**config.mk**
```make
export PLATFORM = sky130hd
export DESIGN_NAME = cpu_top
export DESIGN_NICKNAME = d
export VERILOG_FILES = /design/src/common/cpu_pkg.sv /design/src/design/cpu_top.sv /design/src/design/execute_stage.sv /design/src/design/reg_file.sv /design/src/design/decode_stage.sv /design/src/design/detect_jump.sv /design/src/design/fetch_unit.sv
export SDC_FILE = /design/constraint.sdc
export NUM_CORES = 1
export LEC_CHECK = 0
export ABC_AREA = 1
export BUFFER_PORTS_ARGS = -buffer_cell sky130_fd_sc_hd__buf_2
export CORE_MARGIN = 2
export CORE_UTILIZATION = 58
export CTS_BUF_LIST = sky130_fd_sc_hd__clkbuf_2 sky130_fd_sc_hd__clkbuf_4 sky130_fd_sc_hd__clkbuf_8
export DETAILED_ROUTE_END_ITERATION = 8
export PLACE_DENSITY_LB_ADDON = 0.05
export SKIP_CTS_REPAIR_TIMING = 1
export SLEW_MARGIN = 20
export SYNTH_ARGS = -nofsm -noshare
export SYNTH_HDL_FRONTEND = slang
export SYNTH_SLANG_ARGS = --single-unit
```
**constraint.sdc**
```tcl
create_clock -name i_clk -period 4.1 [get_ports i_clk]
set_input_delay 1.23 -clock i_clk [delete_from_list [all_inputs] [get_ports i_clk]]
set_output_delay 1.23 -clock i_clk [all_outputs]
set_load 0.005 [all_outputs]
```
**src/common/cpu_pkg.sv**
```systemverilog
`default_nettype none

package cpu_pkg;

  // datapath width and the program counter that indexes instruction memory
  localparam int XLEN = 16;
  localparam int PC_W = 11;

  // register file geometry, calls always link into the top register
  localparam int NREG = 8;
  localparam int REG_W = 3;
  localparam logic [REG_W-1:0] LINK_REG = 3'd7;

  // field positions inside a 16-bit instruction word
  localparam int OPC_LSB = 0;
  localparam int OPC_W = 5;
  localparam int RD_LSB = 5;
  localparam int RS1_LSB = 8;
  localparam int RS2_LSB = 11;
  localparam int IMM_LSB = 8;
  localparam int IMM_W = 8;
  localparam int JT_LSB = 5;

  // bit 4 of the opcode marks immediate forms and immediate jumps
  localparam int IMM_FORM_BIT = 4;

  typedef logic [OPC_W-1:0] opcode_t;

  // register ALU operations
  localparam opcode_t OP_ADD = 5'b00001;
  localparam opcode_t OP_SUB = 5'b00010;
  localparam opcode_t OP_CMP = 5'b00011;
  localparam opcode_t OP_AND = 5'b00100;
  localparam opcode_t OP_OR = 5'b00101;

  // immediate ALU operations, destination is both source and result
  localparam opcode_t OP_ADDI = 5'b10001;
  localparam opcode_t OP_SUBI = 5'b10010;
  localparam opcode_t OP_CMPI = 5'b10011;
  localparam opcode_t OP_LI = 5'b10100;

  // jumps with an 11-bit absolute target in the word
  localparam opcode_t OP_J = 5'b11000;
  localparam opcode_t OP_CALL = 5'b11100;
  localparam opcode_t OP_JZ = 5'b11001;
  localparam opcode_t OP_JN = 5'b11010;

  // jumps to the low bits of the first source register
  localparam opcode_t OP_JR = 5'b01000;
  localparam opcode_t OP_JZR = 5'b01001;
  localparam opcode_t OP_JNR = 5'b01010;
  localparam opcode_t OP_CALLR = 5'b01100;

  typedef logic [XLEN-1:0] instr_t;

  // opcode zero is not defined, so the all-zero word behaves as a no-op
  localparam instr_t NOP_WORD = 16'h0000;

  // everything execute needs from decode
  typedef struct packed {
    instr_t            instr;
    logic [PC_W-1:0]   pc_next;
    logic [XLEN-1:0]   opa;
    logic [XLEN-1:0]   opb;
  } dc_ex_t;

  // one register write, presented by execute and consumed by the register file
  typedef struct packed {
    logic              valid;
    logic [REG_W-1:0]  rd;
    logic [XLEN-1:0]   data;
  } wb_t;

endpackage

`default_nettype wire
```
**src/design/cpu_top.sv**
```systemverilog
`timescale 1ns/100ps
`default_nettype none

module cpu_top (
  input  wire                       i_clk,
  input  wire                       i_arst_n,
  output logic [cpu_pkg::PC_W-1:0]  o_imem_addr,
  input  wire cpu_pkg::instr_t      i_imem_data,
  output cpu_pkg::wb_t              o_wb
);

  cpu_pkg::instr_t            ir_dc;
  cpu_pkg::instr_t            ir_ex;
  logic [cpu_pkg::PC_W-1:0]   pc_dc;
  logic [cpu_pkg::PC_W-1:0]   ex_target;
  logic                       alu_z;
  logic                       alu_n;
  logic                       dc_jump_i;
  logic                       ex_jump_i;
  logic                       ex_jump_r;
  logic                       ex_jump;
  logic [cpu_pkg::REG_W-1:0]  ra;
  logic [cpu_pkg::REG_W-1:0]  rb;
  logic [cpu_pkg::XLEN-1:0]   rf_a;
  logic [cpu_pkg::XLEN-1:0]   rf_b;
  cpu_pkg::dc_ex_t            dc_ex;
  cpu_pkg::wb_t               wb;

  // any taken jump in execute redirects fetch and flushes both younger stages
  assign ex_jump = ex_jump_i | ex_jump_r;

  fetch_unit fetch_i (
    .i_clk       (i_clk),
    .i_arst_n    (i_arst_n),
    .i_imem_data (i_imem_data),
    .i_dc_jump   (dc_jump_i),
    .i_ex_jump   (ex_jump),
    .i_ex_target (ex_target),
    .o_imem_addr (o_imem_addr),
    .o_ir_dc     (ir_dc),
    .o_pc_dc     (pc_dc)
  );

  detect_jump jump_i (
    .i_ir_dc     (ir_dc),
    .i_ir_ex     (ir_ex),
    .i_alu_z     (alu_z),
    .i_alu_n     (alu_n),
    .o_dc_jump_i (dc_jump_i),
    .o_ex_jump_i (ex_jump_i),
    .o_ex_jump_r (ex_jump_r)
  );

  decode_stage decode_i (
    .i_clk    (i_clk),
    .i_arst_n (i_arst_n),
    .i_ir_dc  (ir_dc),
    .i_pc_dc  (pc_dc),
    .i_flush  (ex_jump),
    .i_wb     (wb),
    .o_ra     (ra),
    .o_rb     (rb),
    .i_a      (rf_a),
    .i_b      (rf_b),
    .o_dc_ex  (dc_ex)
  );

  reg_file regs_i (
    .i_clk    (i_clk),
    .i_arst_n (i_arst_n),
    .i_ra     (ra),
    .i_rb     (rb),
    .o_a      (rf_a),
    .o_b      (rf_b),
    .i_wb     (wb)
  );

  execute_stage execute_i (
    .i_clk    (i_clk),
    .i_arst_n (i_arst_n),
    .i_dc_ex  (dc_ex),
    .o_ir_ex  (ir_ex),
    .o_z      (alu_z),
    .o_n      (alu_n),
    .o_target (ex_target),
    .o_wb     (wb)
  );

  // the write record leaves the core in the same cycle it reaches the registers
  assign o_wb = wb;

endmodule

`default_nettype wire

```
**src/design/execute_stage.sv**
```systemverilog
`timescale 1ns/100ps
`default_nettype none

module execute_stage (
  input  wire                        i_clk,
  input  wire                        i_arst_n,
  input  wire cpu_pkg::dc_ex_t       i_dc_ex,
  output cpu_pkg::instr_t            o_ir_ex,
  output logic                       o_z,
  output logic                       o_n,
  output logic [cpu_pkg::PC_W-1:0]   o_target,
  output cpu_pkg::wb_t               o_wb
);

  cpu_pkg::instr_t            ir;
  cpu_pkg::opcode_t           opc;
  logic [cpu_pkg::REG_W-1:0]  rd;
  logic [cpu_pkg::XLEN-1:0]   opa;
  logic [cpu_pkg::XLEN-1:0]   opb;
  logic [cpu_pkg::XLEN-1:0]   imm_sx;
  logic [cpu_pkg::XLEN-1:0]   link;
  logic [cpu_pkg::XLEN-1:0]   result;
  logic                       sets_flags;
  logic                       writes_rd;
  logic                       is_call;
  logic                       z_q;
  logic                       n_q;
  cpu_pkg::wb_t               wb;

  assign ir = i_dc_ex.instr;
  assign opa = i_dc_ex.opa;
  assign opb = i_dc_ex.opb;
  assign opc = ir[cpu_pkg::OPC_LSB +: cpu_pkg::OPC_W];
  assign rd = ir[cpu_pkg::RD_LSB +: cpu_pkg::REG_W];

  // 8-bit signed constant from the top byte
  assign imm_sx = {{(cpu_pkg::XLEN - cpu_pkg::IMM_W){ir[cpu_pkg::IMM_LSB + cpu_pkg::IMM_W - 1]}},
                   ir[cpu_pkg::IMM_LSB +: cpu_pkg::IMM_W]};

  // link value is the zero-extended address after the call
  assign link = {{(cpu_pkg::XLEN - cpu_pkg::PC_W){1'b0}}, i_dc_ex.pc_next};

  always_comb begin
    result = '0;
    sets_flags = 1'b0;
    writes_rd = 1'b0;
    case (opc)
      cpu_pkg::OP_ADD: begin
        result = opa + opb;
        sets_flags = 1'b1;
        writes_rd = 1'b1;
      end
      cpu_pkg::OP_SUB: begin
        result = opa - opb;
        sets_flags = 1'b1;
        writes_rd = 1'b1;
      end
      // compares only leave their mark in the flags
      cpu_pkg::OP_CMP: begin
        result = opa - opb;
        sets_flags = 1'b1;
      end
      cpu_pkg::OP_AND: begin
        result = opa & opb;
        writes_rd = 1'b1;
      end
      cpu_pkg::OP_OR: begin
        result = opa | opb;
        writes_rd = 1'b1;
      end
      cpu_pkg::OP_ADDI: begin
        result = opa + imm_sx;
        sets_flags = 1'b1;
        writes_rd = 1'b1;
      end
      cpu_pkg::OP_SUBI: begin
        result = opa - imm_sx;
        sets_flags = 1'b1;
        writes_rd = 1'b1;
      end
      cpu_pkg::OP_CMPI: begin
        result = opa - imm_sx;
        sets_flags = 1'b1;
      end
      cpu_pkg::OP_LI: begin
        result = imm_sx;
        writes_rd = 1'b1;
      end
      default: begin
        // jumps and undefined codes leave the datapath alone
        result = '0;
      end
    endcase
  end

  // the flags seen by a conditional jump come from the instruction before it
  always_ff @(posedge i_clk or negedge i_arst_n) begin
    if (!i_arst_n) begin
      z_q <= 1'b0;
      n_q <= 1'b0;
    end else if (sets_flags) begin
      z_q <= (result == '0);
      n_q <= result[cpu_pkg::XLEN-1];
    end
  end

  // jz and jn use the word's field, register jumps the low bits of the source
  assign o_target = ir[cpu_pkg::IMM_FORM_BIT] ? ir[cpu_pkg::JT_LSB +: cpu_pkg::PC_W]
                                              : opa[cpu_pkg::PC_W-1:0];

  assign is_call = (opc == cpu_pkg::OP_CALL) || (opc == cpu_pkg::OP_CALLR);

  always_comb begin
    wb.valid = writes_rd || is_call;
    wb.rd = is_call ? cpu_pkg::LINK_REG : rd;
    wb.data = is_call ? link : result;
  end

  assign o_wb = wb;
  assign o_ir_ex = ir;
  assign o_z = z_q;
  assign o_n = n_q;

endmodule

`default_nettype wire

```
**src/design/reg_file.sv**
```systemverilog
`timescale 1ns/100ps
`default_nettype none

module reg_file (
  input  wire                        i_clk,
  input  wire                        i_arst_n,
  input  wire [cpu_pkg::REG_W-1:0]   i_ra,
  input  wire [cpu_pkg::REG_W-1:0]   i_rb,
  output logic [cpu_pkg::XLEN-1:0]   o_a,
  output logic [cpu_pkg::XLEN-1:0]   o_b,
  input  wire cpu_pkg::wb_t          i_wb
);

  logic [cpu_pkg::XLEN-1:0] regs_q [cpu_pkg::NREG];

  // every register starts at zero, r0 included, it is an ordinary register
  always_ff @(posedge i_clk or negedge i_arst_n) begin
    if (!i_arst_n) begin
      for (int i = 0; i < cpu_pkg::NREG; i++) begin
        regs_q[i] <= '0;
      end
    end else if (i_wb.valid) begin
      regs_q[i_wb.rd] <= i_wb.data;
    end
  end

  // reads are combinational, the write of this cycle is bypassed in decode
  assign o_a = regs_q[i_ra];
  assign o_b = regs_q[i_rb];

endmodule

`default_nettype wire

```
**src/design/decode_stage.sv**
```systemverilog
`timescale 1ns/100ps
`default_nettype none

module decode_stage (
  input  wire                        i_clk,
  input  wire                        i_arst_n,
  input  wire cpu_pkg::instr_t       i_ir_dc,
  input  wire [cpu_pkg::PC_W-1:0]    i_pc_dc,
  input  wire                        i_flush,
  input  wire cpu_pkg::wb_t          i_wb,
  output logic [cpu_pkg::REG_W-1:0]  o_ra,
  output logic [cpu_pkg::REG_W-1:0]  o_rb,
  input  wire [cpu_pkg::XLEN-1:0]    i_a,
  input  wire [cpu_pkg::XLEN-1:0]    i_b,
  output cpu_pkg::dc_ex_t            o_dc_ex
);

  logic                       imm_form;
  logic [cpu_pkg::REG_W-1:0]  ra;
  logic [cpu_pkg::REG_W-1:0]  rb;
  logic [cpu_pkg::XLEN-1:0]   opa;
  logic [cpu_pkg::XLEN-1:0]   opb;
  cpu_pkg::instr_t            instr_q;
  logic [cpu_pkg::PC_W-1:0]   pc_next_q;
  logic [cpu_pkg::XLEN-1:0]   opa_q;
  logic [cpu_pkg::XLEN-1:0]   opb_q;

  // immediate forms read their destination, since bits 15..8 hold the constant
  // j and call also have bit 4 set but never look at their operands
  assign imm_form = i_ir_dc[cpu_pkg::IMM_FORM_BIT];

  assign ra = imm_form ? i_ir_dc[cpu_pkg::RD_LSB +: cpu_pkg::REG_W]
                       : i_ir_dc[cpu_pkg::RS1_LSB +: cpu_pkg::REG_W];
  assign rb = i_ir_dc[cpu_pkg::RS2_LSB +: cpu_pkg::REG_W];

  assign o_ra = ra;
  assign o_rb = rb;

  // the instruction in execute writes at the end of this cycle, so its result
  // is newer than what the register file returns
  assign opa = (i_wb.valid && (i_wb.rd == ra)) ? i_wb.data : i_a;
  assign opb = (i_wb.valid && (i_wb.rd == rb)) ? i_wb.data : i_b;

  // an execute redirect turns the word behind it into a no-op
  always_ff @(posedge i_clk or negedge i_arst_n) begin
    if (!i_arst_n) begin
      instr_q <= cpu_pkg::NOP_WORD;
    end else if (i_flush) begin
      instr_q <= cpu_pkg::NOP_WORD;
    end else begin
      instr_q <= i_ir_dc;
    end
  end

  // operands and link address only matter next to a live instruction word
  always_ff @(posedge i_clk) begin
    pc_next_q <= i_pc_dc;
    opa_q <= opa;
    opb_q <= opb;
  end

  assign o_dc_ex = '{
    instr:   instr_q,
    pc_next: pc_next_q,
    opa:     opa_q,
    opb:     opb_q
  };

endmodule

`default_nettype wire

```
**src/design/detect_jump.sv**
```systemverilog
`timescale 1ns/100ps
`default_nettype none

module detect_jump (
  input  wire cpu_pkg::instr_t  i_ir_dc,
  input  wire cpu_pkg::instr_t  i_ir_ex,
  input  wire                   i_alu_z,
  input  wire                   i_alu_n,
  output logic                  o_dc_jump_i,
  output logic                  o_ex_jump_i,
  output logic                  o_ex_jump_r
);

  cpu_pkg::opcode_t opc_dc;
  cpu_pkg::opcode_t opc_ex;

  assign opc_dc = i_ir_dc[cpu_pkg::OPC_LSB +: cpu_pkg::OPC_W];
  assign opc_ex = i_ir_ex[cpu_pkg::OPC_LSB +: cpu_pkg::OPC_W];

  always_comb begin
    // j and call need nothing but the word, so they leave from decode
    o_dc_jump_i = (opc_dc == cpu_pkg::OP_J) || (opc_dc == cpu_pkg::OP_CALL);

    // jz and jn wait for execute where the flag register holds the previous result
    o_ex_jump_i = ((opc_ex == cpu_pkg::OP_JZ) && i_alu_z) ||
                  ((opc_ex == cpu_pkg::OP_JN) && i_alu_n);

    // register jumps take their target from the forwarded operand in execute
    o_ex_jump_r = (opc_ex == cpu_pkg::OP_JR) || (opc_ex == cpu_pkg::OP_CALLR) ||
                  ((opc_ex == cpu_pkg::OP_JZR) && i_alu_z) ||
                  ((opc_ex == cpu_pkg::OP_JNR) && i_alu_n);
  end

endmodule

`default_nettype wire

```
**src/design/fetch_unit.sv**
```systemverilog
`timescale 1ns/100ps
`default_nettype none

module fetch_unit (
  input  wire                       i_clk,
  input  wire                       i_arst_n,
  input  wire cpu_pkg::instr_t      i_imem_data,
  input  wire                       i_dc_jump,
  input  wire                       i_ex_jump,
  input  wire [cpu_pkg::PC_W-1:0]   i_ex_target,
  output logic [cpu_pkg::PC_W-1:0]  o_imem_addr,
  output cpu_pkg::instr_t           o_ir_dc,
  output logic [cpu_pkg::PC_W-1:0]  o_pc_dc
);

  logic [cpu_pkg::PC_W-1:0] pc_q;
  logic [cpu_pkg::PC_W-1:0] pc_d;
  logic [cpu_pkg::PC_W-1:0] pc_inc;
  logic [cpu_pkg::PC_W-1:0] pc_dc_q;
  logic [cpu_pkg::PC_W-1:0] dc_target;
  cpu_pkg::instr_t          ir_dc_q;
  cpu_pkg::instr_t          ir_dc_d;

  // the memory sees the counter directly and answers in the same cycle
  assign o_imem_addr = pc_q;
  assign pc_inc = pc_q + 1'b1;

  // j and call carry their target in the upper 11 bits of the decode word
  assign dc_target = ir_dc_q[cpu_pkg::JT_LSB +: cpu_pkg::PC_W];

  // execute redirects win over decode redirects since the decode word is younger
  // and gets squashed anyway when execute jumps
  always_comb begin
    pc_d = pc_inc;
    ir_dc_d = i_imem_data;
    if (i_ex_jump) begin
      pc_d = i_ex_target;
      ir_dc_d = cpu_pkg::NOP_WORD;
    end else if (i_dc_jump) begin
      // the word fetched alongside a decode jump is on the wrong path
      pc_d = dc_target;
      ir_dc_d = cpu_pkg::NOP_WORD;
    end
  end

  always_ff @(posedge i_clk or negedge i_arst_n) begin
    if (!i_arst_n) begin
      pc_q <= '0;
      ir_dc_q <= cpu_pkg::NOP_WORD;
    end else begin
      pc_q <= pc_d;
      ir_dc_q <= ir_dc_d;
    end
  end

  // address after the fetched word, used as link value by call and callr
  always_ff @(posedge i_clk) begin
    pc_dc_q <= pc_inc;
  end

  assign o_ir_dc = ir_dc_q;
  assign o_pc_dc = pc_dc_q;

endmodule

`default_nettype wire

```
==> metrics.md, run 1 <==
| Metric | Value |
|---|---|
| Run status | `complete, but fails checks` |
| Failing checks | `negative setup slack` |
| Slowest cell on the critical path | `dfrtp_1` |
| Setup slack after layout | `-728 ps` |
| Layout cells sized above 1 | `0.221` |
| Min cycle time layout | `4830 ps` |
| Total CTS buffers | `40` |
| GRT Total Usage | `0.367` |
| RSZ-0062 raised after global routing | `true` |
| Endpoint type of the worst setup path | `output pin` |
| Max-cap check violation count | `0` |
| Asr flop ratio synth | `0.762` |
| Clock Skew | `40.0 ps` |
| Vias per Instance | `5.86` |
| Core area | `0.0216 mm²` |
| Yosys top cell area share | `0.341` |
| Worst-path cell chain | `nor3_2, inv_1, nor2_2, nand2_2, buf_4, a21oi_2, o21ai_1, a32o_2, ha_4, nand2_2, nor2_1, nand2_1, nand2_2, nand2_1, nand2_2, nand2_2, nand3_2, nand2_1, o21ai_1, buf_4, buf_6` |
| Initial antenna violation count | `0` |
| Hold Path Class | `reg2reg` |
| Pre-CTS worst setup slack | `-320 ps` |
| Worst Path Required | `2870 ps` |
| Warnings, synthesis | `0` |
| Final ANT Viol Nets | `0` |
| Total wire length | `43000 µm` |
| Mean Syn Cell Area | `7.14 µm²` |
| Top sig layer | `met4` |
| Seq cells post-synth | `227` |
| Most common cell after layout, fill and taps aside | `nand2_1` |
| DIE WIDTH | `152 µm` |
| Port Buffers | `48` |
| Biggest cell delay along the critical path | `420 ps` |
| DR WL/cell | `19.1 µm` |
| Layout Nets | `1976` |
| Power per cell area | `968 mW/mm²` |
| Synth unique cells | `48` |
| Area Growth Syn to Fin | `22.1%` |
| Final setup viols | `15` |
| Final worst path period share | `1.18` |
| CTS max path bufs | `3` |
| Vias in the first global route | `12300` |
| Largest net degree at the start of global routing | `99` |
| Metal3 WL | `4390 µm` |
| Starting Density | `0.587` |
| # rows | `54` |
| DRC violations left | `0` |
| Worst vdd ir | `1.05 mV` |
| CP startpoint kind | `flop` |
| Max FO, Critical Path | `4` |
| Fin. Hold Viols | `0` |
| Register area share after synthesis | `0.426` |
| Root buf cell | `clkbuf_8` |
| Synth Flop Type | `dfrtp_1` |
| Iteration-0 DRC Markers | `1382` |
| CP arrival | `3600 ps` |
| DR WL met2 | `19100 µm` |
| WP buf/inv | `4` |
| Synth Instances | `1778` |
| Largest delay share family, worst path | `simple AND/OR/NAND/NOR gates` |
| Grt ovf | `0` |
| Final Slew Violations | `0` |
| Most frequent cells in the layout | `nand2_1 (372), o21ai_0 (280), dfrtp_1 (170), inv_1 (167), nor2_1 (161)` |
| Largest area contributor in the netlist | `dfrtp_1` |
| Hold_ws | `324 ps` |
| CTS tree | `yes` |
| Post-Syn Nets | `1817` |
| Worst slew pin tran | `935 ps` |
| Post-Syn Area | `0.0127 mm²` |
| Clock Latency Late Sink | `590 ps` |
| Leak pwr | `7.39 nW` |
| M1 WL | `17700 µm` |
| Die area | `0.0231 mm²` |
| Router iterations before antenna repair | `5` |
| Final core area utilization | `0.717` |
| H-tree Lvls | `2` |
| Post-DP HPWL | `29200 µm` |
| N_diodes | `0` |
| Achievable clock frequency | `207 MHz` |
| CP most frequent cell | `nand2_2` |
| Final RePlAce weighted congestion | `0.987` |
| I/O Pins | `49` |
| DR vias | `13200` |
| Clk sink count | `227` |
| Die Ht | `152 µm` |
| Number of flops mapped to enable cells by yosys | `0` |
| Filler cells | `1865` |
| WS Path Type | `reg2out` |
| Largest cells by area after synthesis | `dfrtp_1 (34%), nand2_1 (12%), o21ai_0 (11%)` |
| Max-slew headroom | `0.377` |
| First-pass GRT wire length | `66800 µm` |
| Worst-path clk slew | `60 ps` |
==> final timing paths <==
kind	slack, ps	from	cells past startpoint	to
min	320	fetch_i.o_pc_dc[5]	0	decode_i.pc_next_q[5]
max reg2reg	430	decode_i.instr_q[9]	28	execute_i.o_z
min in group asynchronous	700	i_arst_n	1	regs_i.regs_q[108]
min reg2reg	320	fetch_i.o_pc_dc[5]	0	decode_i.pc_next_q[5]
max in group asynchronous	2650	i_arst_n	2	regs_i.regs_q[74]
max	-730	decode_i.instr_q[9]	21	o_wb[13]
==> stage by stage <==
step | cell area, µm² | TNS (ps) | std cells | power (mW)
after global placement | 14000 | -1140 | 2156 | 11.4
after detailed placement | 14000 | -1720 | 2156 | 11.5
final | 15500 | -8200 | 2248 | 15.0
after floorplan | 12700 | 0 | 1778 | 8.17
after global routing | 15500 | -10850 | 2248 | 16.0
after CTS | 14900 | -10630 | 2229 | 13.9
==> sequential cells by signal, summed over array words and instances, names as in the netlist <==
register             count
fetch_i.o_ir_dc         16
decode_i.opb_q          16
fetch_i.o_pc_dc         11
execute_i.o_n            1
regs_i.regs_q          128
execute_i.o_z            1
decode_i.opa_q          16
decode_i.instr_q        16
fetch_i.o_imem_addr     11
decode_i.pc_next_q      11
==> metal layers <==
| metal | up-vias | track usage |
|---|---|---|
| met5 | - | 0 |
| met1 | 6189 | 0.507 |
| li1 | 6172 | - |
| met4 | 0 | 0.154 |
| met2 | 683 | 0.564 |
| met3 | 122 | 0.0779 |
==> report_power, final <==
part | switching [mW] | leakage (nW) | total (mW) | internal [mW]
clock | 0.993 | 0.479 | 2.34 | 1.35
sequential | 0.809 | 2.71 | 3.98 | 3.18
combinational | 5.23 | 4.20 | 8.68 | 3.45
==> final cells by class <==
| class | instances | area [µm²] | area share |
|---|---|---|---|
| inverter | 199 | 749 | 0.0484 |
| timing repair buffer | 207 | 1510 | 0.0972 |
| tap | 280 | 350 | 0.0226 |
| sequential | 227 | 5420 | 0.350 |
| multi-input combinational | 1262 | 6580 | 0.425 |
| clock buffer | 65 | 782 | 0.0505 |
| clock inverter | 8 | 111 | 0.00719 |
==> cells in the mapped netlist (3+ instances only) <==
library cell	count
nor3_1	7
nor2_4	5
o22ai_1	4
clkbuf_1	56
nand3_1	72
nand3b_1	4
inv_2	13
buf_1	3
xnor2_1	4
nand4_1	5
dfxtp_1	54
a211oi_1	8
ha_1	20
nand2_2	6
a21boi_0	3
inv_1	184
o211ai_1	10
xor2_1	17
nand3_2	4
nor2_2	9
a21oi_1	128
a31oi_1	31
o21ai_0	286
buf_4	3
dfrtp_1	173
buf_2	24
a32oi_1	6
nand2_1	404
o21ai_1	34
buf_6	3
nor2_1	171
==> logic make-up after synthesis <==
kind of cell / synth area share
fa+ha+maj: 0.0213
flops: 0.426
compound gates: 0.221
xor+xnor: 0.0145
simple gates: 0.227
buf+inv: 0.0906
No activity file was read; power rests on OpenSTA's default activity.
==> run 2, diff against run 1 <==
--- a/config.mk
+++ b/config.mk
@@ -6,11 +6,11 @@
 export NUM_CORES = 1
 export LEC_CHECK = 0
 export ABC_AREA = 1
-export BUFFER_PORTS_ARGS = -buffer_cell sky130_fd_sc_hd__buf_2
 export CORE_MARGIN = 2
-export CORE_UTILIZATION = 58
+export CORE_UTILIZATION = 60
 export CTS_BUF_LIST = sky130_fd_sc_hd__clkbuf_2 sky130_fd_sc_hd__clkbuf_4 sky130_fd_sc_hd__clkbuf_8
 export DETAILED_ROUTE_END_ITERATION = 8
+export DONT_BUFFER_PORTS = 1
 export PLACE_DENSITY_LB_ADDON = 0.05
 export SKIP_CTS_REPAIR_TIMING = 1
 export SLEW_MARGIN = 20
==> run 2 against run 1 <==
Against the previous run:
- the run still ends with negative setup slack left
- via count down 2.4%
- design area down 2.6%
- clock power about the same
- critical endpoint unchanged
- sequential cell count unchanged
- register-to-register slack better by 70 ps
==> metrics.md, run 2 (synthesis gave the netlist of run 1 again) <==
| Metric | Value |
|---|---|
| Final worst path period share | `1.13 (-0.0463)` |
| First-pass GRT wire length | `64200 µm (-3.9%)` |
| Slowest cell on the critical path | `dfrtp_1` |
| Total wire length | `42300 µm (-1.7%)` |
| Fin. Hold Viols | `0 (unchanged)` |
| Switching Share | `0.471 (+0.00283)` |
| Vias in the first global route | `11800 (-4.4%)` |
| Run status | `complete, but fails checks` |
| RSZ-0062 raised after global routing | `true` |
| Max-slew headroom | `0.403 (+0.0259)` |
| Failing checks | `negative setup slack` |
| Largest register FFs | `128 (unchanged)` |
| Clk sink count | `227 (unchanged)` |
| Worst-path cell chain | `inv_2, ha_4, nand3_2, nor2_1, inv_1, nor2_1, nand2_1, a21boi_1, buf_4, o21ai_1, a31oi_1, ha_1, inv_2, o21bai_1, nand2_1, nand2_2, inv_2, nand2_4, nand2_4, nand3_2, nand2_1, o21ai_2, buf_6` |
| Hold path depth | `0 (unchanged)` |
| Root buf cell | `clkbuf_8` |
| Final RePlAce weighted congestion | `1.01 (+1.9%)` |
| Max FO, Critical Path | `3 (-1)` |
| Worst reg2reg path startpoint | `decode_i.instr_q[9]` |
| Iteration-0 DRC Markers | `1341 (-3.0%)` |
| Register with the most flip-flops | `regs_i.regs_q` |
| GRT Total Usage | `0.377 (+0.0101)` |
| Total CTS buffers | `40 (unchanged)` |
| Biggest cell delay along the critical path | `410 ps (about the same)` |
| Post-Layout Inst Area | `0.0151 mm² (-2.6%)` |
| Final setup viols | `15 (unchanged)` |
| Achievable clock frequency | `216 MHz (+4.1%)` |
| Vias per Instance | `5.90 (+0.69%)` |
| Flop2flop setup slack | `500 ps (+70 ps)` |
| Switching power of the nets | `6.91 mW (-1.6%)` |
| Hold wc startpoint | `fetch_i.o_pc_dc[8]` |
| Port Buffers | `0 (-100%)` |
| Leak pwr | `7.10 nW (-3.9%)` |
| Endpoint type of the worst setup path | `output pin` |
| P_int | `7.76 mW (-2.8%)` |
| H-tree Lvls | `2 (unchanged)` |
| Post-Layout Cell Count | `2179 (-3.1%)` |
| Reg-to-Reg End | `decode_i.opa_q[9]` |
| Cell total after placement | `2089 (-3.1%)` |
| Router iterations before antenna repair | `6 (+1)` |
| Grt ovf | `0 (unchanged)` |
| Hold_ws | `325 ps (+1.23 ps)` |
| Most common cell after layout, fill and taps aside | `nand2_1` |
| WS Path Type | `reg2out` |
| CTS max path bufs | `3 (unchanged)` |
| Final Slew Violations | `0 (unchanged)` |
| Area Growth Syn to Fin | `18.9%` |
| Layout Nets | `1910 (-3.3%)` |
| FF-to-FF path depth | `25 (-11%)` |
| Starting Density | `0.608 (+0.0206)` |
| CTS tree | `yes` |
| Die area | `0.0223 mm² (-3.3%)` |
| DR WL/cell | `19.4 µm (+1.4%)` |
| Worst vdd ir | `0.806 mV (-23%)` |
| # rows | `53 (-1.9%)` |
| CP startpoint kind | `flop` |
| Die Ht | `149 µm (-1.6%)` |
| Logic pwr share | `0.567 (-0.011)` |
| Min cycle time layout | `4640 ps (-190 ps)` |
| CP arrival | `3410 ps (-190 ps)` |
| I/O Pins | `49 (unchanged)` |
| Post-DP HPWL | `28400 µm (-2.7%)` |
| Initial antenna violation count | `1 (+1)` |
| Layout cells sized above 1 | `0.188 (-0.0324)` |
| Worst slew pin tran | `895 ps (-39.9 ps)` |
| Most frequent cells in the layout | `nand2_1 (378), o21ai_0 (280), dfrtp_1 (172), inv_1 (169), nor2_1 (161)` |
| Hold Path Class | `reg2reg` |
| Final ANT Viol Nets | `0 (unchanged)` |
| Largest net degree at the start of global routing | `174 (+76%)` |
| Area after DPL | `0.0136 mm² (-2.6%)` |
| Worst Path Required | `2870 ps (about the same)` |
| Power per cell area | `972 mW/mm² (+0.35%)` |
| Clock Latency Late Sink | `580 ps (about the same)` |
| Worst-path clk slew | `60 ps (about the same)` |
| Filler cells | `1746 (-6.4%)` |
| DRC violations left | `0 (unchanged)` |
| Flop pwr share | `0.271 (+0.005)` |
| Part of the power in the clock network | `0.162 (+0.006)` |
| Setup slack after layout | `-538 ps (+190 ps)` |
| Core area | `0.0209 mm² (-3.4%)` |
| Max-cap check violation count | `0 (unchanged)` |
| DIE WIDTH | `149 µm (-1.6%)` |
| Clock Skew | `53.6 ps (+13.6 ps)` |
| Hold Path End | `decode_i.pc_next_q[8]` |
| DR vias | `12900 (-2.4%)` |
[run 2: changes by cell type in the layout (fill, tap and decap cells not counted), moves of 4 or more]
cell	previous run	this run
nand2_1	372	378
nand2_2	35	24
nand3_1	56	60
buf_2	44	0
buf_4	151	134
buf_6	10	5
nand2_4	3	8
[run 2: area by class of cell]
cell class,instances,area [µm²],share of cell area
inverter,199,752,0.0498
clock inverter,6,93.8,0.00622
multi-input combinational,1262,6570,0.435
tap,275,344,0.0228
sequential,227,5410,0.358
antenna,1,2.50,0.000166
timing repair buffer,141,1100,0.0730
clock buffer,68,823,0.0545
[run 2: metal layers]
layer,global-route usage,routed length (µm),vias to the layer above
met5,0,0,-
met4,0.141,1360,0
met3,0.0884,4630,115
met2,0.582,19000,701
met1,0.520,17200,5984
li1,-,-,6050
[run 2: worst max path at each step]
| stage | startpoint | end |
|---|---|---|
| floorplan | decode_i.opb_q[0] | o_wb[14] |
| global placement | decode_i.instr_q[9] | o_wb[13] |
| detailed placement | decode_i.instr_q[9] | o_wb[13] |
| CTS | decode_i.instr_q[3] | o_wb[13] |
| global route | decode_i.opb_q[1] | o_wb[15] |
| finish | decode_i.instr_q[9] | o_wb[13] |
[run 2: power groups by stage]
stage	sequential (mW)	clock (mW)	combinational [mW]
2_1_floorplan	3.66	0	4.51
3_3_place_gp	3.93	0	7.19
3_5_place_dp	3.95	0	7.28
4_1_cts	3.92	2.38	7.34
5_1_grt	4.05	2.50	9.07
6_report	3.98	2.37	8.32
[run 2: critical path, delay by kind of cell (launching register included)]
kind	cells	cell delay (ps)
and+or+nand+nor	10	760
DFF	1	410
buffers and inverters	6	570
AOI/OAI and AO/OA	5	760
adders and majority gates	2	370
[run 2: stage by stage]
| step | utilization | power [mW] | worst slack [ps] | setup TNS [ps] |
|---|---|---|---|---|
| 2_1_floorplan | - | 8.17 | 55.2 | 0 |
| 3_3_place_gp | 0.652 | 11.1 | -80.4 | -132 |
| 3_5_place_dp | 0.652 | 11.2 | -108 | -380 |
| 4_1_cts | 0.696 | 13.6 | -681 | -8330 |
| 5_1_grt | 0.723 | 15.6 | -763 | -8600 |
| 6_report | 0.723 | 14.7 | -538 | -6060 |
==> run 3, diff against run 2 <==
--- a/config.mk
+++ b/config.mk
@@ -7,13 +7,12 @@
 export LEC_CHECK = 0
 export ABC_AREA = 1
 export CORE_MARGIN = 2
-export CORE_UTILIZATION = 60
+export CORE_UTILIZATION = 59
 export CTS_BUF_LIST = sky130_fd_sc_hd__clkbuf_2 sky130_fd_sc_hd__clkbuf_4 sky130_fd_sc_hd__clkbuf_8
 export DETAILED_ROUTE_END_ITERATION = 8
 export DONT_BUFFER_PORTS = 1
-export PLACE_DENSITY_LB_ADDON = 0.05
+export PLACE_DENSITY = 0.81
 export SKIP_CTS_REPAIR_TIMING = 1
-export SLEW_MARGIN = 20
 export SYNTH_ARGS = -nofsm -noshare
 export SYNTH_HDL_FRONTEND = slang
 export SYNTH_SLANG_ARGS = --single-unit
==> run 3 against run 2 <==
Against the previous run:
- design area fell by 1.9%
- non-clock buffer count fell by 26
- setup slack got worse by 45 ps
- largest cell class unchanged
- sequential share of layout area rose by 0.69 points
- largest power group unchanged
- count of clock-buffer cells in the layout fell by 9
- wire length fell by 1.3%
- combinational power fell by 3.8%
- the flow still finishes with violations (negative setup slack)
- highest routed layer unchanged
==> metrics.md, run 3 (synthesis gave the netlist of run 1 again) <==
| Metric | Value |
|---|---|
| Hold Path Class | `reg2reg` |
| Largest net degree at the start of global routing | `174 (unchanged)` |
| Worst-path clk slew | `60 ps (about the same)` |
| Flop2flop setup slack | `510 ps (about the same)` |
| Switching power of the nets | `6.79 mW (-1.8%)` |
| WS Path Type | `reg2out` |
| Core area | `0.0211 mm² (+0.95%)` |
| Final Slew Violations | `0 (unchanged)` |
| Worst Path Required | `2870 ps (about the same)` |
| Switching Share | `0.481 (+0.00986)` |
| Clock Skew | `26.7 ps (-26.9 ps)` |
| Most frequent cells in the layout | `nand2_1 (375), o21ai_0 (279), dfrtp_1 (172), inv_1 (168), nor2_1 (166)` |
| Part of the power in the clock network | `0.153 (-0.009)` |
| WP buf/inv | `1 (-5)` |
| CP startpoint kind | `flop` |
| Setup slack after layout | `-583 ps (-44.9 ps)` |
| Worst-path cell chain | `nor2_1, inv_1, nor3_4, nand4_1, nor3_2, nand2_1, xor2_1, nor2_1, nor2_1, ha_1, nand2_1, nor4_2, a21oi_2, nand3_1, nand3_2, nand2_4` |
| DR WL/cell | `19.4 µm (about the same)` |
| Clock Latency Late Sink | `560 ps (-20 ps)` |
| Vias in the first global route | `11800 (+0.16%)` |
| Die area | `0.0227 mm² (+1.7%)` |
| Leak pwr | `6.91 nW (-2.7%)` |
| Worst vdd ir | `0.863 mV (+7.1%)` |
| Vias per Instance | `5.96 (+0.99%)` |
| Clk sink count | `227 (unchanged)` |
| CTS max path bufs | `3 (unchanged)` |
| RSZ-0062 raised after global routing | `true` |
| Min cycle time layout | `4680 ps (+44.9 ps)` |
| Slowest cell on the critical path | `nor4_2` |
| Pwr Total | `14.1 mW (-3.8%)` |
| Initial antenna violation count | `0 (-1)` |
| DIE WIDTH | `151 µm (+0.82%)` |
| Area Growth Syn to Fin | `16.7%` |
| Layout Nets | `1883 (-1.4%)` |
| Worst slew pin tran | `986 ps (+90.7 ps)` |
| Total CTS buffers | `39 (-2.5%)` |
| Final RePlAce weighted congestion | `1.03 (+2.2%)` |
| Flop pwr share | `0.280 (+0.009)` |
| # rows | `53 (unchanged)` |
| Final ANT Viol Nets | `0 (unchanged)` |
| Max-slew headroom | `0.343 (-0.0598)` |
| Max-cap check violation count | `0 (unchanged)` |
| P_int | `7.32 mW (-5.6%)` |
| CTS tree | `yes` |
| Setup TNS | `-6680 ps (-621 ps)` |
| H-tree Lvls | `2 (unchanged)` |
| Register with the most flip-flops | `regs_i.regs_q` |
| Most common cell after layout, fill and taps aside | `nand2_1` |
| Fin. Hold Viols | `0 (unchanged)` |
| I/O Pins | `49 (unchanged)` |
| Achievable clock frequency | `214 MHz (-0.96%)` |
| Iteration-0 DRC Markers | `1625 (+21%)` |
| GRT Total Usage | `0.362 (-0.0148)` |
| CP most frequent cell | `nor2_1` |
| Layout cells sized above 1 | `0.177 (-0.0110)` |
| Endpoint type of the worst setup path | `output pin` |
| CP arrival | `3450 ps (+40 ps)` |
| Failing checks | `negative setup slack` |
| Router iterations before antenna repair | `6 (unchanged)` |
| Grt ovf | `0 (unchanged)` |
| First-pass GRT wire length | `63200 µm (-1.6%)` |
| Filler cells | `1728 (-1.0%)` |
| Port Buffers | `0 (unchanged)` |
| Final setup viols | `15 (unchanged)` |
| Logic pwr share | `0.567 (about the same)` |
| Die Ht | `151 µm (+0.82%)` |
| Starting Density | `0.602 (-0.00573)` |
| Max FO, Critical Path | `3 (unchanged)` |
| Root buf cell | `clkbuf_8` |
| Run status | `complete, but fails checks` |
| Power per cell area | `953 mW/mm² (-1.9%)` |
| Largest delay share family, worst path | `simple AND/OR/NAND/NOR gates` |
| Largest register FFs | `128 (unchanged)` |
| Post-DP HPWL | `27400 µm (-3.4%)` |
| Final worst path period share | `1.14 (+0.0110)` |
| Total wire length | `41700 µm (-1.3%)` |
| DR vias | `12800 (-0.40%)` |
| DRC violations left | `0 (unchanged)` |
| N_diodes | `0 (-1)` |
| Biggest cell delay along the critical path | `360 ps (-50 ps)` |
==> run 3: metrics by stage <==
| step | util | area (µm²) | std cells | hold WS, ps | worst slack [ps] |
|---|---|---|---|---|---|
| floorplan | - | 12700 | 1778 | 310 | 55.2 |
| global placement | 0.638 | 13400 | 2067 | 311 | -121 |
| detailed placement | 0.638 | 13400 | 2067 | 313 | -199 |
| CTS | 0.677 | 14300 | 2138 | 326 | -773 |
| global route | 0.702 | 14800 | 2149 | 332 | -770 |
| finish | 0.702 | 14800 | 2149 | 326 | -583 |
==> run 3: final timing paths <==
check | end | start | cells after the start
min in group asynchronous | regs_i.regs_q[5] | i_arst_n | 0
min | decode_i.pc_next_q[10] | fetch_i.o_pc_dc[10] | 0
min reg2reg | decode_i.pc_next_q[10] | fetch_i.o_pc_dc[10] | 0
max in group asynchronous | decode_i.instr_q[10] | i_arst_n | 0
max | o_wb[15] | decode_i.opb_q[3] | 16
max reg2reg | execute_i.o_z | decode_i.instr_q[2] | 23
==> run 3: worst reg2reg max path, cell delays in order, from the launching register on <==
cell and delay (ps):
dfrtp_1 410, nor2_2 180, nand2_2 100, nor2_1 100
buf_4 150, clkinvlp_4 160, o21ai_1 200, o22ai_2 110
fa_1 440, nand3_1 130, nand2_1 110, buf_4 140
nand3_1 70, nand3_2 80, nor2_1 100, nor2_1 40
nand2_1 70, nand2_2 70, buf_4 180, inv_1 210
nand3_1 180, nor2_1 130, nand2_1 70, nand2_1 50
==> run 3: layout make-up <==
cell class	instances	area, µm²	share of cell area
clock buffers	59	724	0.0489
clock inverters	12	105	0.00710
inverters	199	756	0.0510
multi-input cells	1262	6590	0.445
flip-flops and latches	227	5410	0.365
well taps	275	344	0.0232
repair buffers	115	887	0.0599
==> run 3: power groups by stage <==
| stage | Sequential [mW] | Combinational [mW] | Clock (mW) |
|---|---|---|---|
| after global placement | 3.88 | 6.86 | 0 |
| after detailed placement | 3.91 | 6.99 | 0 |
| after global routing | 4.03 | 8.72 | 2.26 |
| final | 3.96 | 8.00 | 2.16 |
| after floorplan | 3.66 | 4.51 | 0 |
| after CTS | 3.88 | 7.06 | 2.17 |
==> run 3: routing by layer <==
layer,track usage,part of all wire,vias to the layer above
li1,-,-,5999
met1,0.498,0.40,5814
met2,0.541,0.44,822
met3,0.0948,0.12,164
met4,0.159,0.047,0
met5,0,0,-
